## src/source/dma_settings.svh

```systemverilog
`ifndef DMA_SETTINGS_SVH
`define DMA_SETTINGS_SVH

// Memory bus geometry
`define DMA_DATA_BITS 16 // One data word
`define DMA_ADDR_BITS 16 // Word address, byte address is one bit wider

// Staging buffer between device and memory
`define DMA_FIFO_WORDS    8 // Also the longest transfer accepted
`define DMA_FIFO_PTR_BITS 3 // Slot index width

`endif

```

## src/source/dma_mem_pkg.sv

```systemverilog
`include "dma_settings.svh"

package dma_mem_pkg;

	// Plain vectors of the bus fields
	typedef logic [`DMA_DATA_BITS-1:0] word_t;
	typedef logic [`DMA_ADDR_BITS-1:0] word_addr_t;
	typedef logic [`DMA_ADDR_BITS:0]   byte_addr_t; // As the device supplies it
	typedef logic [1:0]                mem_we_t;    // One enable per byte lane

	// ------------------------------------------------------------------------
	// Outgoing request toward the data memory
	// Held stable while en is high, until dma_ready
	// ------------------------------------------------------------------------
	typedef struct packed
	{
		logic       en;   // Access pending
		mem_we_t    we;   // 2'b11 on full-word writes only
		word_addr_t addr; // Word address
		word_t      data; // Write data, FIFO head
	} mem_req_t;

endpackage

```

## src/source/dma_xfer_pkg.sv

```systemverilog
`include "dma_settings.svh"

package dma_xfer_pkg;

	typedef logic [`DMA_ADDR_BITS-1:0]     word_count_t; // Length or word index
	typedef logic [`DMA_FIFO_PTR_BITS-1:0] fifo_ptr_t;   // FIFO slot

	// Request as the device presents it with rqst
	typedef struct packed
	{
		word_count_t             num_words;  // Zero ends at once
		dma_mem_pkg::byte_addr_t start_addr; // Halved into a word address
		logic                    rd_wr;      // 1 memory to device, 0 device to memory
	} xfer_req_t;

	// Sequencer states
	typedef enum logic [2:0]
	{
		IDLE,        // Waiting for rqst
		GET_REGS,    // Request registered, length checked
		READ_MEM,    // Memory reads into FIFO
		SEND_TO_DEV, // FIFO out to device
		READ_DEV,    // Device words into FIFO
		SEND_TO_MEM, // FIFO out as memory writes
		END_XFER,    // end_flag pulse
		ERROR        // error_flag pulse
	} dma_state_t;

endpackage

```

## src/source/dma_fifo.sv

```systemverilog
`timescale 1ns/1ps
`include "dma_settings.svh"

module dma_fifo
(
	input  logic               clk,
	input  logic               reset,
	input  logic               flush,    // Empty at transfer end or abort
	input  logic               push,
	input  logic               pop,
	input  logic               from_dev, // Write source select
	input  dma_mem_pkg::word_t dev_in,
	input  dma_mem_pkg::word_t dma_in,
	output dma_mem_pkg::word_t rd_data   // Head word
);

	dma_mem_pkg::word_t      mem [`DMA_FIFO_WORDS];
	dma_mem_pkg::word_t      wr_data;
	dma_xfer_pkg::fifo_ptr_t wr_ptr;
	dma_xfer_pkg::fifo_ptr_t rd_ptr;

	// Device side on writes, memory side on reads
	assign wr_data = from_dev ? dev_in : dma_in;

	always_ff @(posedge clk)
	begin
		if (push)
			mem[wr_ptr] <= wr_data;
	end

	// ------------------------------------------------------------------------
	// Pointers
	// Transfers never exceed the depth, so no full or empty tracking
	// ------------------------------------------------------------------------
	always_ff @(posedge clk or posedge reset)
	begin
		if (reset)
		begin
			wr_ptr <= '0;
			rd_ptr <= '0;
		end
		else if (flush)
		begin
			wr_ptr <= '0; // Next transfer starts empty
			rd_ptr <= '0;
		end
		else
		begin
			if (push)
				wr_ptr <= wr_ptr + dma_xfer_pkg::fifo_ptr_t'(1);
			if (pop)
				rd_ptr <= rd_ptr + dma_xfer_pkg::fifo_ptr_t'(1);
		end
	end

	// Head visible the cycle after its push
	assign rd_data = mem[rd_ptr];

endmodule

```

## src/source/dma_addr_gen.sv

```systemverilog
`timescale 1ns/1ps
`include "dma_settings.svh"

module dma_addr_gen
(
	input  logic                    clk,
	input  logic                    reset,
	input  logic                    load,      // Capture xfer
	input  logic                    advance,   // Next word
	input  logic                    clear,     // Index back to zero
	input  dma_xfer_pkg::xfer_req_t xfer,
	output dma_mem_pkg::word_addr_t mem_addr,
	output logic                    rd_wr,
	output logic                    last_word,
	output logic                    words_zero,
	output logic                    too_long
);

	dma_xfer_pkg::word_count_t num_words; // Registered length
	dma_xfer_pkg::word_count_t count;     // Word index within the phase
	dma_mem_pkg::word_addr_t   base_addr; // Start word address

	// Transfer registers
	always_ff @(posedge clk or posedge reset)
	begin
		if (reset)
		begin
			num_words <= '0;
			base_addr <= '0;
			rd_wr     <= 1'b0;
		end
		else if (load)
		begin
			num_words <= xfer.num_words;
			base_addr <= xfer.start_addr[`DMA_ADDR_BITS:1]; // Byte to word address
			rd_wr     <= xfer.rd_wr;
		end
	end

	// Word counter, clear wins over advance
	always_ff @(posedge clk or posedge reset)
	begin
		if (reset)
			count <= '0;
		else if (clear)
			count <= '0;
		else if (advance)
			count <= count + dma_xfer_pkg::word_count_t'(1);
	end

	assign mem_addr = base_addr + count; // Stays put until the access completes

	// Flags from the registers only
	assign last_word  = (count == num_words - dma_xfer_pkg::word_count_t'(1));
	assign words_zero = (num_words == '0);
	assign too_long   = (num_words > dma_xfer_pkg::word_count_t'(`DMA_FIFO_WORDS));

endmodule

```

## src/source/dma_fsm.sv

```systemverilog
`timescale 1ns/1ps
`include "dma_settings.svh"

module dma_fsm
(
	input  logic                 clk,
	input  logic                 reset,
	input  logic                 rqst,
	input  logic                 dev_ack,
	input  logic                 dma_ready,
	input  logic                 dma_resp,
	input  logic                 rd_wr,      // Registered direction
	input  logic                 last_word,
	input  logic                 words_zero,
	input  logic                 too_long,
	output logic                 load,
	output logic                 advance,
	output logic                 clear,
	output logic                 push,
	output logic                 pop,
	output logic                 flush,
	output logic                 from_dev,
	output logic                 mem_en,
	output dma_mem_pkg::mem_we_t mem_we,
	output logic                 dma_ack,
	output logic                 end_flag,
	output logic                 error_flag
);

	dma_xfer_pkg::dma_state_t state;
	dma_xfer_pkg::dma_state_t next_state;
	logic                     mem_ok;  // Access completed cleanly
	logic                     mem_err; // Access completed with a bus error

	assign mem_ok  = dma_ready & ~dma_resp;
	assign mem_err = dma_ready & dma_resp;

	always_ff @(posedge clk or posedge reset)
	begin
		if (reset)
			state <= dma_xfer_pkg::IDLE;
		else
			state <= next_state;
	end

	// ------------------------------------------------------------------------
	// Next state and strobes
	// ------------------------------------------------------------------------
	always_comb
	begin
		next_state = state;
		load       = 1'b0;
		advance    = 1'b0;
		clear      = 1'b0;
		push       = 1'b0;
		pop        = 1'b0;
		flush      = 1'b0;
		from_dev   = 1'b0;
		mem_en     = 1'b0;
		mem_we     = 2'b00;
		dma_ack    = 1'b0;
		end_flag   = 1'b0;
		error_flag = 1'b0;

		case (state)
			dma_xfer_pkg::IDLE:
			begin
				clear = 1'b1; // Index zero for the first phase
				load  = rqst; // xfer valid with rqst
				if (rqst)
					next_state = dma_xfer_pkg::GET_REGS;
			end
			dma_xfer_pkg::GET_REGS:
			begin
				// Length checks before any bus access
				if (words_zero)
					next_state = dma_xfer_pkg::END_XFER;
				else if (too_long)
					next_state = dma_xfer_pkg::ERROR;
				else if (rd_wr)
					next_state = dma_xfer_pkg::READ_MEM;
				else
					next_state = dma_xfer_pkg::READ_DEV;
			end

			// Read: memory into FIFO, then FIFO to device
			dma_xfer_pkg::READ_MEM:
			begin
				mem_en = 1'b1; // Held through wait states
				if (mem_err)
					next_state = dma_xfer_pkg::ERROR;
				else if (mem_ok)
				begin
					push = 1'b1; // dma_in valid this cycle
					if (last_word)
					begin
						clear      = 1'b1; // Device phase counts from zero
						next_state = dma_xfer_pkg::SEND_TO_DEV;
					end
					else
						advance = 1'b1;
				end
			end
			dma_xfer_pkg::SEND_TO_DEV:
			begin
				if (dev_ack) // Low is back-pressure
				begin
					pop     = 1'b1;
					dma_ack = 1'b1; // dev_out holds the popped word
					advance = 1'b1;
					if (last_word)
						next_state = dma_xfer_pkg::END_XFER;
				end
			end

			// Write: device into FIFO, then FIFO to memory
			dma_xfer_pkg::READ_DEV:
			begin
				from_dev = 1'b1;
				if (dev_ack)
				begin
					push    = 1'b1;
					dma_ack = 1'b1;
					if (last_word)
					begin
						clear      = 1'b1;
						next_state = dma_xfer_pkg::SEND_TO_MEM;
					end
					else
						advance = 1'b1;
				end
			end
			dma_xfer_pkg::SEND_TO_MEM:
			begin
				mem_en = 1'b1;
				mem_we = 2'b11; // Full word
				if (mem_err)
					next_state = dma_xfer_pkg::ERROR;
				else if (mem_ok)
				begin
					pop     = 1'b1;
					advance = 1'b1;
					if (last_word)
						next_state = dma_xfer_pkg::END_XFER;
				end
			end

			dma_xfer_pkg::END_XFER:
			begin
				end_flag   = 1'b1;
				flush      = 1'b1;
				next_state = dma_xfer_pkg::IDLE;
			end
			dma_xfer_pkg::ERROR:
			begin
				error_flag = 1'b1;
				flush      = 1'b1; // Drop whatever was staged
				next_state = dma_xfer_pkg::IDLE;
			end
			default:
				next_state = dma_xfer_pkg::IDLE;
		endcase
	end

endmodule

```

## src/source/dma_controller.sv

```systemverilog
`timescale 1ns/1ps
`include "dma_settings.svh"

module dma_controller
(
	input  logic                    clk,
	input  logic                    reset,
	// Device side
	input  logic                    rqst,
	input  dma_xfer_pkg::xfer_req_t xfer,
	input  logic                    dev_ack,
	input  dma_mem_pkg::word_t      dev_in,
	output logic                    dma_ack,
	output dma_mem_pkg::word_t      dev_out,
	output logic                    end_flag,
	output logic                    error_flag,
	// Memory side
	input  dma_mem_pkg::word_t      dma_in,
	input  logic                    dma_ready,
	input  logic                    dma_resp,
	output dma_mem_pkg::mem_req_t   dma_req
);

	logic                    load;
	logic                    advance;
	logic                    clear;
	logic                    push;
	logic                    pop;
	logic                    flush;
	logic                    from_dev;
	logic                    mem_en;
	dma_mem_pkg::mem_we_t    mem_we;
	logic                    rd_wr;
	logic                    last_word;
	logic                    words_zero;
	logic                    too_long;
	dma_mem_pkg::word_addr_t mem_addr;
	dma_mem_pkg::word_t      fifo_data; // FIFO head, shared by both sides

	// ------------------------------------------------------------------------
	// Sequencer, address generator and staging FIFO
	// ------------------------------------------------------------------------
	dma_fsm u_fsm
	(
		.clk        (clk),
		.reset      (reset),
		.rqst       (rqst),
		.dev_ack    (dev_ack),
		.dma_ready  (dma_ready),
		.dma_resp   (dma_resp),
		.rd_wr      (rd_wr),
		.last_word  (last_word),
		.words_zero (words_zero),
		.too_long   (too_long),
		.load       (load),
		.advance    (advance),
		.clear      (clear),
		.push       (push),
		.pop        (pop),
		.flush      (flush),
		.from_dev   (from_dev),
		.mem_en     (mem_en),
		.mem_we     (mem_we),
		.dma_ack    (dma_ack),
		.end_flag   (end_flag),
		.error_flag (error_flag)
	);

	dma_addr_gen u_addr_gen
	(
		.clk        (clk),
		.reset      (reset),
		.load       (load),
		.advance    (advance),
		.clear      (clear),
		.xfer       (xfer),
		.mem_addr   (mem_addr),
		.rd_wr      (rd_wr),
		.last_word  (last_word),
		.words_zero (words_zero),
		.too_long   (too_long)
	);

	dma_fifo u_fifo
	(
		.clk      (clk),
		.reset    (reset),
		.flush    (flush),
		.push     (push),
		.pop      (pop),
		.from_dev (from_dev),
		.dev_in   (dev_in),
		.dma_in   (dma_in),
		.rd_data  (fifo_data)
	);

	// Bus request from strobes, address and head word
	assign dma_req = '{en: mem_en, we: mem_we, addr: mem_addr, data: fifo_data};
	assign dev_out = fifo_data;

endmodule

```

## config.mk

```make
export PLATFORM = sky130hd
export DESIGN_NAME = dma_controller
export DESIGN_NICKNAME = d
export VERILOG_FILES = /design/src/source/dma_mem_pkg.sv /design/src/source/dma_xfer_pkg.sv /design/src/source/dma_fifo.sv /design/src/source/dma_addr_gen.sv /design/src/source/dma_fsm.sv /design/src/source/dma_controller.sv
export VERILOG_INCLUDE_DIRS = /design/src /design/src/source
export SDC_FILE = /design/constraint.sdc
export NUM_CORES = 1
export LEC_CHECK = 0
export BUFFER_PORTS_ARGS = -buffer_cell sky130_fd_sc_hd__buf_2
export CAP_MARGIN = 20
export CORE_MARGIN = 3
export CORE_UTILIZATION = 60
export DETAILED_ROUTE_END_ITERATION = 8
export PLACE_DENSITY = 0.83
export SYNTH_ARGS = -nofsm -noshare
export SYNTH_HDL_FRONTEND = slang
export SYNTH_HIERARCHICAL = 1
export SYNTH_SLANG_ARGS = --single-unit
```

## constraint.sdc

```tcl
create_clock -name clk -period 11.9 [get_ports clk]
set_input_delay 1.19 -clock clk [delete_from_list [all_inputs] [get_ports clk]]
set_output_delay 1.19 -clock clk [all_outputs]
set_load 0.01 [all_outputs]
```

== Word level (Yosys, flattened, before mapping) ==
Memory sizes are Yosys's and may differ from the RTL's.
Index checks and enable logic that the tools add are counted.
Storage, ports and cells
  register bits after elaboration: 58
  bits in writable memories: 128
  bits of input ports: 72
  logic and storage cells: 87
  memories kept: 1
Operators by class
  add/sub/neg operators: 5
  $lt $le $gt $ge: 1
  eq/ne operators: 15
  muxes and demuxes: 46
  bitwise operators: 3
  reductions and logical operators: 9
Memories
  u_fifo.mem: words 8, width 16, rd ports 1, clocked after Yosys merged registers in 0, write ports 1, line dma_fifo.sv:17  | dma_mem_pkg::word_t mem [`DMA_FIFO_WORDS];
Operators with widths (count)
  2-to-1 mux 3 bit: 17
  2-to-1 mux 16 bit: 3
  case mux 3 bit (7 select lines): 1
  2-to-1 mux 1 bit: 20
  adder 16 x 1 -> 16 bit (second input constant): 1
  adder 16 bit: 1
  == test 16 bit: 1
  > comparator 16 x 4 -> 1 bit (second input constant): 1
  logical NOT 16 bit: 1
  subtractor 16 x 1 -> 16 bit (second input constant): 1
  == test 3 bit (second input constant): 4
  inequality test 2 bit (second input constant): 4
  AND reduction 7 bit: 1
  adder 3 x 1 -> 3 bit (second input constant): 2
  == test 3 x 2 -> 1 bit (second input constant): 2
  inequality test 3 x 1 -> 1 bit (second input constant): 2
  nonzero test 2 bit: 3
  OR reduction 2 bit: 3
  case mux 1 bit (2 select lines): 2
  case mux 1 bit (4 select lines): 1
  == test 3 x 1 -> 1 bit (second input constant): 1
  logical NOT 3 bit: 1
  inequality test 3 x 2 -> 1 bit (second input constant): 1
  case mux 1 bit (3 select lines): 1
  other kinds (3): 4

== Longest topological paths before layout ==
  depth after elaboration: 8
  gate-level depth with buffers: 17
  mapped depth without buffers: 16

== By module ==
The synthesis kept the hierarchy.
By module, submodules not included
  dma_fifo: times used 1, cells each 240, area an instance 5432.7 um^2, sequential area each 3993.8 um^2
  dma_addr_gen: times used 1, cells each 320, area an instance 3213.1 um^2, sequential area each 1226.2 um^2
  dma_fsm: times used 1, cells each 68, area an instance 478.0 um^2, sequential area each 75.1 um^2
  dma_controller: times used 1, cells each 17, area an instance 127.6 um^2, sequential area each 0.0 um^2

== Worst setup path after synthesis ==
No wires, ideal clock.
  kind: flip-flop to flip-flop
  start: register u_addr_gen.num_words[0]
  end: register u_addr_gen.count[10]
  library setup time: 0.130 ns
  data arrival time: 3.770 ns
  required time: 11.770 ns
  setup slack: 8.000 ns
  cell stages (with the launch flop): 17
  path buffers: 1
  clock period less this slack: 3.900 ns
  cell sequence: dfrtp_1 -> inv_1 -> ha_1 -> or3b_1 -> nor3_1 -> xnor2_1 -> nand4_1 -> a2111oi_0 -> o2111ai_1 -> nor4_1 -> a21o_1 -> clkbuf_1 -> o2111ai_1 -> nor2_1 -> nand4_1 -> xor2_1 -> nor2_1
Between the ends
  cells in the longest elaborated chain, start to end: 7
  elaborated cells between the ends (all ways): 14
  classes of those cells: add/sub (1); eq/ne (1); mux (11); reduce/logical (1)
RTL lines
  start: declaration: line dma_addr_gen.sv:19  | dma_xfer_pkg::word_count_t num_words;
  start signal: assignment: line dma_addr_gen.sv:34  | num_words <= xfer.num_words;
  subtractor 16 x 1 -> 16 bit (*): line dma_addr_gen.sv:54  | assign last_word = (count == num_words - dma_xfer_pkg::word_count_t'(1));
  == test 16 bit (*): line dma_addr_gen.sv:54
  named net last_word: line dma_controller.sv:34  | logic last_word;
  2-to-1 mux 1 bit (*): line dma_fsm.sv:95, dma_fsm.sv:124
  2-to-1 mux 1 bit: line dma_fsm.sv:92  | else if (mem_ok)
  2-to-1 mux 1 bit: line dma_fsm.sv:90  | if (mem_err)
  case mux 1 bit (3 select lines) (*): line dma_fsm.sv:65  | case (state)
  named net clear: line dma_controller.sv:26  | logic clear;
  2-to-1 mux 16 bit or nonzero test 2 bit (tied branches)
  end signal: assignment: line dma_addr_gen.sv:48  | count <= count + dma_xfer_pkg::word_count_t'(1);
  end: declaration: line dma_addr_gen.sv:20  | dma_xfer_pkg::word_count_t count;
The timed path passes the listed nets; every way through them passes the cells marked *.
A chain may end at the register's enable or synchronous reset.

== Worst setup path in the final report ==
  start: register u_addr_gen.num_words[0]
  end: register u_addr_gen.count[12]
The elaborated chain is that of the path after synthesis.

==> qor.yml <==
setup_path:
  r2r_setup_slack_ns: 6.76
  path_class: "flip-flop to flip-flop"
  reg2reg_from: "u_addr_gen/num_words[0]"
  endpoint: "u_addr_gen/count[12]"
  critPathLaunch: "u_addr_gen/num_words[0]"
  arrival_ns: 5.43
  r2r_end: "u_addr_gen/count[12]"
  cp_max_fo: 18
  critical_path.startpoint_type: "flip-flop"
  worstPathRequired_ns: 12.18
  crit_path_end_kind: "flip-flop"
  r2r_cells: 15
routing:
  avgRoutedWirePerCell_um: 20.44
  vias: 5892
  postRouteAntennaNets: 0
  drtIter0Drc: 657
  met1_length_mm: 8.041
  wl_met2_mm: 9.829
  totalWireLength_mm: 19.37
  dr.pass1.iters: 5
  drc: 0
  met3_length_mm: 1.254
  vias_per_cell: 6.215
  top_layer: "met4"
logic_synthesis:
  netlist.area_leader.share: 0.4155
  synth_edf_count: 128
  ys_ff_latch: 186
  synth_area_mm2: 0.009251
  synth-main-ff-cell: "edfxtp_1"
  synth_top_cell_by_area: "edfxtp_1"
  netlist_instances: 645
  synth.distinct_cells: 66
  ys_seq_area_frac: 0.5724
  syn_nets: 738
  synthArstFlopShare: 0.3118
  synthTopCellsByArea: "edfxtp_1 (42%), dfrtp_1 (16%), mux2_2 (7.5%), mux4_1 (7.1%), ha_1 (2.7%)"
  syn_area_per_cell_um2: 14.34
  yosysWarnings: 6
  synth_common_cells: "edfxtp_1 (128), mux2_2 (62), dfrtp_1 (58)"
  synthMostInstantiatedCell: "edfxtp_1"
placement:
  numPortBuffers: 124
  place.gp.congestion: 0.8665
  dpl.hpwl_mm: 12.64
grt:
  grt_max_degree: 50
  gr-total-overflow: 0
  grt_pass1_wl_mm: 29.46
  grt_pass1_vias: 5725
  gr-usage-all-layers: 0.2304
  antenna_found_initial: 0
sta:
  final_max_slew_viol_count: 0
  period_minus_slack_ns: 5.144
  period_share: 0.4323
  tns_ns: 0
  max_slew.worst_pin.slew_ns: 1.091
  final-setup-viol-count: 0
  fmax_ghz: 0.1944
  max_slew_margin: 0.2716
  hold_violations: 0
  rsz0062_at_grt: "false"
  finalClockSkew_ns: 0.007894
pwr:
  p_per_area_mw_per_mm2: 210.9
  internal_power_mw: 1.481
  p_total_mw: 2.222
  vdd_ir_drop_max_mv: 0.1240
  p_leak_nw: 4.097
  p_sw_mw: 0.7408
  p_clk_frac: 0.256
  swShare: 0.3334
  power_frac_seq: 0.425
  p_comb_frac: 0.320
floorplan:
  coreArea_mm2: 0.01481
  io_pins: 126
  die_area_mm2: 0.01695
  fp.dieH_um: 130.2
  dieWidth_um: 130.2
  start_util: 0.6247
  core.rowCount: 44
clock_network:
  ctsRootBufferMaster: "clkbuf_16"
  hold_buffers: 0
  htree_levels: 4
  numCtsBuffers: 17
  path_clk_slew_ns: 0.07
  post-cts-setup-buffers: 0
  cts_tree: "built"
  cts_buffer_depth: 2
  post_cts_resized: 0
  clk_latency_ns: 0.43
  cts.sinks: 186
final_layout:
  nNetsFinal: 844
  area_growth_pct: 13.92
  layout-drive-gt1-share: 0.3298
  n_antenna_cell: 0
run:
  maxCapViolCount: 0
run_status:
  status: "finished clean"
min_path:
  hold_class: "flip-flop to flip-flop"
through the flow:
step           hold slack, ns    util  cells  instance area [um2]  worst slack, ns
2_1_floorplan          0.4849       -    645                 9251            8.000
3_3_place_gp           0.4960  0.6673    913                 9882            7.243
3_5_place_dp           0.5040  0.6673    913                 9882            7.094
4_1_cts                0.5187  0.7074    945                10480            6.928
5_1_grt                0.5309  0.7116    948                10540            6.424
6_report               0.5144  0.7116    948                10540            6.756
kinds of logic (layout without fill, tap and decap cells):
kind of cell / after synthesis / after routing / synth area share
DFF: 186 / 186 / 0.5724
and+or+nand+nor: 153 / 153 / 0.08858
muxes: 103 / 103 / 0.1732
AOI/OAI and AO/OA: 78 / 78 / 0.05613
buffers and inverters: 56 / 175 / 0.03503
xor gates and xnor gates: 48 / 48 / 0.04544
adders and majority gates: 21 / 21 / 0.02921
layout by cell type (no fill, tap or decap), types with 4 or more instances in the layout:
cell and n:
clkbuf_16 17, nor2b_1 10, o21ai_1 5, mux4_1 25, a211oi_1 4, xor2_1 27, mux4_2 7, ha_1 20
o21ai_0 7, a21oi_1 26, and3_1 5, nand4_1 4, edfxtp_1 128, nand3b_1 4, mux2_2 62, nor3_1 9
dfrtp_1 57, a2111oi_0 4, or3_1 4, nand2b_1 9, xnor2_1 21, buf_2 124, nand2_1 31, nor2_1 38
mux2i_1 9, nand3_1 8, nor2_2 9, buf_4 4, a21o_1 4, inv_1 10
critical path: stages (launching register included):
cell and delay (ns):
dfrtp_1 0.41, inv_1 0.12, ha_1 0.32, or3b_1 0.43, nor3_1 0.23, xnor2_1 0.17
nand4_1 0.12, a2111oi_0 0.40, o2111ai_1 0.22, nor4_1 0.90, a21o_1 0.60, o2111ai_1 0.32
nor2_1 0.31, nand3_1 0.18, xor2_1 0.21, nor2_1 0.07
registers in the layout, indices dropped and copies added (netlist names):
register,count
u_fifo/mem,128
u_addr_gen/base_addr,16
u_addr_gen/count,16
u_addr_gen/num_words,16
u_fifo/rd_ptr,3
u_fifo/wr_ptr,3
u_fsm/state,3
u_addr_gen/rd_wr,1
how the worst min path moves through the flow:
stage	startpoint	end	slack, ns	cells past startpoint
CTS	u_addr_gen/base_addr[14]	u_addr_gen/base_addr[14]	0.52	1
global placement	u_addr_gen/base_addr[0]	u_addr_gen/base_addr[0]	0.50	1
detailed placement	u_addr_gen/base_addr[14]	u_addr_gen/base_addr[14]	0.50	1
finish	u_addr_gen/base_addr[14]	u_addr_gen/base_addr[14]	0.51	1
floorplan	u_addr_gen/base_addr[0]	u_addr_gen/base_addr[0]	0.48	1
global route	u_addr_gen/base_addr[14]	u_addr_gen/base_addr[14]	0.53	1
routing by layer:
layer,vias up,global-route usage
li1,2662,-
met1,2929,0.2958
met2,272,0.3953
met3,29,0.05403
met4,0,0.06601
met5,-,0
power groups by stage:
stage / logic [mW] / clock network [mW] / registers, mW
6_report: 0.710 / 0.568 / 0.944
5_1_grt: 0.773 / 0.604 / 0.958
4_1_cts: 0.709 / 0.577 / 0.941
3_5_place_dp: 0.702 / 0 / 0.953
3_3_place_gp: 0.669 / 0 / 0.944
2_1_floorplan: 0.602 / 0 / 0.879
layout make-up:
cell class / instances / area (um2)
sequential: 186 / 5296
tap: 184 / 230.2
clock inverter: 10 / 130.1
fill: 920 / 4270
clock buffer: 22 / 464.2
inverter: 12 / 45.04
multi-input combinational: 403 / 3660
timing repair buffer: 131 / 713.2
Note: power is estimated with default switching activity, not from simulation.
